==> src/hw/mad_config.svh <==
`ifndef MAD_CONFIG_SVH
`define MAD_CONFIG_SVH

// ----------------------------------------------------------------------
// Datapath sizing
// ----------------------------------------------------------------------
// Operand and result width
`define MAD_DATA_W		64
// SRAM address width and word count, kept consistent by hand
`define MAD_ADDR_W		10
`define MAD_SRAM_DEPTH	1024

// ----------------------------------------------------------------------
// Multi-cycle timing
// ----------------------------------------------------------------------
// Clock cycles each multi-cycle path is given to settle
`define MAD_MCP_CYCLE	3

`endif

==> src/hw/mad_pkg.sv <==
package mad_pkg;

	`include "mad_config.svh"

	// Host command codes, 2'b11 is unused
	typedef enum logic [1:0] {
		OP_MAD		= 2'd0,
		OP_WRITE	= 2'd1,
		OP_READ		= 2'd2
	} mad_op_e;

	// Host command
	// SRAM commands take the address from low bits of a and data from b
	typedef struct packed {
		mad_op_e					op;
		logic [`MAD_DATA_W-1:0]		a;
		logic [`MAD_DATA_W-1:0]		b;
		logic [`MAD_DATA_W-1:0]		c;
	} mad_cmd_t;

	// Multiply-add operands, the MAD payload
	typedef struct packed {
		logic [`MAD_DATA_W-1:0]		a;
		logic [`MAD_DATA_W-1:0]		b;
		logic [`MAD_DATA_W-1:0]		c;
	} mad_operands_t;

	// SRAM access, the SRAM payload
	typedef struct packed {
		logic						we;
		logic [`MAD_ADDR_W-1:0]		addr;
		logic [`MAD_DATA_W-1:0]		wdata;
	} sram_req_t;

	// Result returned to the host
	typedef struct packed {
		logic [`MAD_DATA_W-1:0]		data;
	} mad_resp_t;

endpackage

==> src/hw/host_port.sv <==
`timescale 1ns/1ps

`include "mad_config.svh"

// Four-phase req/ack command port in front of the MAD and SRAM units
module host_port import mad_pkg::*; (
	input  logic					MCLK,
	input  logic					nRST,

	// Host side
	input  logic					cmd_req,
	input  mad_cmd_t				cmd,
	output logic					cmd_ack,
	output mad_resp_t				resp,
	output logic					busy,

	// MAD unit
	output logic					mad_ie,
	output mad_operands_t			mad_operands,
	input  logic					mad_iready,
	input  logic					mad_oe,
	input  logic [`MAD_DATA_W-1:0]	mad_result,

	// SRAM unit
	output logic					sram_ie,
	output sram_req_t				sram_req,
	input  logic					sram_iready,
	input  logic					sram_oe,
	input  logic [`MAD_DATA_W-1:0]	sram_rdata
);

	typedef enum logic [1:0] {
		ST_IDLE	= 2'd0,
		ST_WAIT	= 2'd1,
		ST_ACK	= 2'd2
	} state_e;

	state_e		state_q;
	logic		is_mad;
	logic		is_sram;
	logic		idle_req;

	// ----------------------------------------------------------------------
	// Command decode and payload build
	// ----------------------------------------------------------------------
	assign is_mad	= (cmd.op == OP_MAD);
	assign is_sram	= (cmd.op == OP_WRITE) || (cmd.op == OP_READ);
	assign idle_req	= (state_q == ST_IDLE) && cmd_req;

	assign mad_operands.a	= cmd.a;
	assign mad_operands.b	= cmd.b;
	assign mad_operands.c	= cmd.c;

	// Address from low bits of a, data from b
	assign sram_req.we		= (cmd.op == OP_WRITE);
	assign sram_req.addr	= cmd.a[`MAD_ADDR_W-1:0];
	assign sram_req.wdata	= cmd.b;

	// Issue strobes, one cycle since the FSM leaves idle on that edge
	assign mad_ie	= idle_req && is_mad && mad_iready;
	assign sram_ie	= idle_req && is_sram && sram_iready;

	assign cmd_ack	= (state_q == ST_ACK);
	assign busy		= (state_q != ST_IDLE);

	// ----------------------------------------------------------------------
	// Handshake FSM
	// ----------------------------------------------------------------------
	always_ff @(posedge MCLK or negedge nRST) begin
		if (!nRST) begin
			state_q	<= ST_IDLE;
		end else begin
			case (state_q)
				ST_IDLE: begin
					if (mad_ie || sram_ie)
						state_q	<= ST_WAIT;
					else if (idle_req && !is_mad && !is_sram)
						state_q	<= ST_ACK;	// unknown op is acked with no work
				end
				ST_WAIT: begin
					if (mad_oe || sram_oe)
						state_q	<= ST_ACK;
				end
				// Held while the host keeps cmd_req high
				ST_ACK: begin
					if (!cmd_req)
						state_q	<= ST_IDLE;
				end
				default: state_q	<= ST_IDLE;
			endcase
		end
	end

	// Response capture, only one unit is ever in flight
	always_ff @(posedge MCLK) begin
		if (state_q == ST_WAIT) begin
			if (mad_oe)
				resp.data	<= mad_result;
			else if (sram_oe)
				resp.data	<= sram_rdata;
		end
	end

endmodule

==> config.mk <==
export PLATFORM = sky130hd
export DESIGN_NAME = host_port
export DESIGN_NICKNAME = d
export VERILOG_FILES = /design/src/hw/mad_pkg.sv /design/src/hw/host_port.sv
export VERILOG_INCLUDE_DIRS = /design/src /design/src/hw
export SDC_FILE = /design/constraint.sdc
export NUM_CORES = 1
export LEC_CHECK = 0
export ABC_AREA = 1
export BUFFER_PORTS_ARGS = -buffer_cell sky130_fd_sc_hd__buf_2
export CAP_MARGIN = 5
export CORE_AREA = 2 2 261 263
export DETAILED_ROUTE_END_ITERATION = 6
export DIE_AREA = 0 0 263 265
export GPL_ROUTABILITY_DRIVEN = 0
export PLACE_DENSITY = 0.33
export SYNTH_ARGS = -nofsm -noshare
export SYNTH_HDL_FRONTEND = slang
export SYNTH_SLANG_ARGS = --single-unit
==> constraint.sdc <==
create_clock -name MCLK -period 8.65 [get_ports MCLK]
set_input_delay 0.4325 -clock MCLK [delete_from_list [all_inputs] [get_ports MCLK]]
set_output_delay 0.4325 -clock MCLK [all_outputs]
set_load 0.01 [all_outputs]
After elaboration in Yosys (flattened, before gate mapping)

Cells that the tools add are included.

Register bits after elaboration: 66
Input bits: 329
Output and inout bits: 335

Equal/unequal tests: 7
Multiplexer cells: 7
Reduce and logical (&&, ||, !) cells: 18

Operator list:

| kind                                                 | count |
|---|---|
| 2-to-1 mux 64 bit                                    | 2 |
| 2-to-1 mux 2 bit                                     | 4 |
| logical AND 1 bit                                    | 7 |
| one-hot mux 2 bit (3 select lines)                   | 1 |
| equality test 2 x 1 -> 1 bit (second input constant) | 2 |
| equality test 2 bit (second input constant)          | 2 |
| zero test 2 bit                                      | 2 |
| != test 2 bit (second input constant)                | 2 |
| nonzero test 2 bit                                   | 2 |
| logical OR 1 bit                                     | 3 |
| != test 3 x 1 -> 1 bit (second input constant)       | 1 |
| AND reduction 3 bit                                  | 1 |
| zero test 1 bit                                      | 2 |
| AND reduction 2 bit                                  | 1 |

Logic depth before layout (Yosys ltp)

Word-level depth: 7
Gate-level depth with buffers: 7
Mapped depth without buffers: 7

Worst setup path before layout

OpenSTA, ideal clock, no wires.

Path kind: input to register
Start: input port mad_oe
End: register resp[0] (netlist bit), enable pin
Arrival time: 3740 ps
Data required time: 8142 ps
Slack: 4402 ps
Cell stages on the path: 3
Path buffers: 1
Cells stage by stage: inv_2 -> buf_2 -> a21oi_1

Longest elaborated chain between the ends: 2

RTL lines:

| what                                 | RTL line        | RTL |
|---|---|---|
| start, declared                      | host_port.sv:21 | `input logic mad_oe,` |
| nonzero test 2 bit (no source line)  | -               |  |
| AND reduction 2 bit (no source line) | -               |  |
| end, declared                        | host_port.sv:14 | `output mad_resp_t resp,` |

Every way passes these cells.
A chain may end at the register's enable or synchronous reset.

Final worst setup path

Start: register state_q[0]
End: output port mad_ie

Longest elaborated chain between the ends: 4

RTL lines:

| what                            | RTL line        | RTL |
|---|---|---|
| start, declared                 | host_port.sv:38 | `state_e state_q;` |
| start signal, assigned          | host_port.sv:71 | `state_q <= ST_IDLE;` |
| start signal, assigned          | host_port.sv:76 | `state_q <= ST_WAIT;` |
| start signal, assigned          | host_port.sv:78 | `state_q <= ST_ACK;` |
| zero test 2 bit                 | host_port.sv:48 | `assign idle_req = (state_q == ST_IDLE) && cmd_req;` |
| logical AND 1 bit               | host_port.sv:48 |  |
| logical AND 1 bit (2 in series) | host_port.sv:60 | `assign mad_ie = idle_req && is_mad && mad_iready;` |
| end, declared                   | host_port.sv:18 | `output logic mad_ie,` |

Every way passes these cells.

==> out/metrics.yaml <==
clockBufferDepth: 2
viasPerCell: 2.380
clock_sinks: 66
dr.pass1.iters: 4
setup_viol: 0
yosysTopAreaCellShare: 0.4011
hold_violations: 0
max_slew_margin: 0.4000
clock_skew_ns: 0.007220
ys_seq_area_frac: 0.3946
first_iter_violations: 209
cts_made_buffers: 9
antenna_left: 0
netlist_top_cells_count: "buf_4, nand2_1, edfxtp_1"
antenna_found_initial: 3
cts-htree-levels: 3
rsz0062_at_grt: "no"
cts_tree: "done"
crit_required_ns: 8.22
drive_above_1_share: 0.4412
hpwl_mm: 24.99
status: "finished, final reports clean"
syn_nets: 904
fp.dieW_um: 263
avgRoutedWirePerCell_um: 20.53
endpoint_kind: "output pin"
grt_pass1_wl_mm: 35.13
synthCells: 573
design.core.area_um2: 66800
n_fill_cell: 7871
grt_pass1_vias: 3444
path_class: "register to output pin"
nets: 845
start_util: 0.07481
rows: 95
ys.flop_type: "edfxtp_1"
worst_pin_slew_ns: 0.9000
drcViolationCount: 0
cap_violations: 0
yosys_warnings: 0
worst_slack_ns: 6.405
arrival_ns: 1.81
grt_start_max_net_pins: 67
die_h_um: 265
ys_ff_latch: 66
cellLeakagePower_uw: 0.002274
synthTopCellsByArea: "buf_4, edfxtp_1, nand2_1"
synth.distinct_cells: 14
slew_viol_final: 0
syn_area_um2: 4997
die_area_um2: 69700
port_buffers: 205
yosysTopAreaCell: "buf_4"
period_needed_ns: 2.245
fin_crit_sh: 0.2595
clockRootBuffer: "clkbuf_16"
insertion_delay_ns: 0.35
peakVddDrop_mv: 0.09081
grt_remaining_overflow: 0
area_delta_synth_final_pct: 6.460
start_kind: "register"
yosysMostFrequentCell: "buf_4"
power.density_nw_per_um2: 173.5
final_util: 0.07964
ios: 664
fmax_ghz: 0.4455
grt_use_total: 0.07805
fin_hold_ws_ns: 0.3450
async_flop_share: 0.03030
critPathMaxFanout: 3
synth_edf_count: 64
postSynthAreaPerCell_um2: 8.721
vias: 3315
clk_pin_slew_ns: 0.06
hold_path_class: "primary input to register"
power_uw: 922.8
final.setup.tns_ns: 0
wl_mm: 28.59
place_ws_ns: 5.927
## per-stage QoR
stage          instances  cell area [um^2]
2_1_floorplan        573              4997
3_3_place_gp        1375              5012
3_5_place_dp        1375              5012
4_1_cts             1392              5318
5_1_grt             1393              5320
6_report            1393              5320
## where the power goes
part / internal, uW / total [uW] / switching [uW]
clock: 222 / 372 / 149
sequential: 386 / 394 / 8.29
combinational: 57.7 / 157 / 99.5
## final cells by class
cell class | count | area [um^2] | share of cell area
flip-flops and latches | 66 | 1972 | 0.3706
well taps | 873 | 1092 | 0.2053
repair buffers | 210 | 1066 | 0.2004
multi-input cells | 213 | 839.6 | 0.1578
clock buffers | 9 | 225.2 | 0.04233
clock inverters | 7 | 70.07 | 0.01317
inverters | 14 | 52.55 | 0.009878
diodes | 1 | 2.502 | 0.0004704
## logic make-up (layout without fill, tap and decap cells)
group | Yosys count | in the layout | synth area share
buffers and inverters | 294 | 240 | 0.4397
and+or+nand+nor | 207 | 207 | 0.1560
DFF | 66 | 66 | 0.3946
AOI/OAI and AO/OA | 4 | 4 | 0.004757
adders and majority gates | 2 | 2 | 0.005007
other | 0 | 1 | 0
## final timing paths
check                                            start                endpoint  slack, ns  cells past startpoint
max in group asynchronous                         nRST  state_q[1]$_DFFE_PN0P_       8.11                      2
min in group asynchronous                         nRST  state_q[0]$_DFFE_PN0P_       0.44                      2
worst min-delay path                    sram_rdata[11]      resp[11]$_DFFE_PP_       0.35                      3
worst max-delay path            state_q[0]$_DFFE_PN0P_                  mad_ie       6.41                      6
worst min register to register  state_q[1]$_DFFE_PN0P_  state_q[1]$_DFFE_PN0P_       0.57                      3
worst max register to register  state_q[1]$_DFFE_PN0P_      resp[54]$_DFFE_PP_       6.82                      4
## registers in the layout, summed over array words and instances (netlist names)
| name | count |
|---|---|
| resp | 64 |
| state_q | 2 |
## critical path: stages, from the launching register on
cell and delay, ns:
dfrtp_1 0.38, inv_1 0.07, nand2_1 0.13, nor2_1 0.18, inv_1 0.08, nor2_1 0.39
buf_2 0.23
## layer usage
metal | track usage | share of wire | up-vias
met5 | 0 | 0.00080 | -
met3 | 0.08472 | 0.24 | 76
li1 | - | - | 1388
met4 | 0.03305 | 0.033 | 4
met2 | 0.1365 | 0.49 | 506
met1 | 0.05052 | 0.24 | 1341
## cells in the final DEF (no fill, tap or decap)
cell           Yosys  routed
o21ai_0            2       2
dlygate4sd3_1      0       1
buf_4            267       4
a21oi_4            0       1
clkinv_4           0       2
bufinv_16          0       1
dfrtp_1            2       2
clkinvlp_4         0       1
nor2_1             6       6
ha_1               2       2
nand2_1          200     200
edfxtp_1          64      64
diode_2            0       1
nand4_1            1       1
buf_2              1     205
o21ai_2            1       1
clkbuf_16          0       9
inv_2              2       2
clkinv_2           0       3
inv_1             12      12
## what timing repair did
action,4_1_cts,5_1_grt
hold endpoints to repair,2,0
resized for setup,0,0
buffers inserted,0,0
hold buffers,1,0
(Power assumes the default switching activity.)
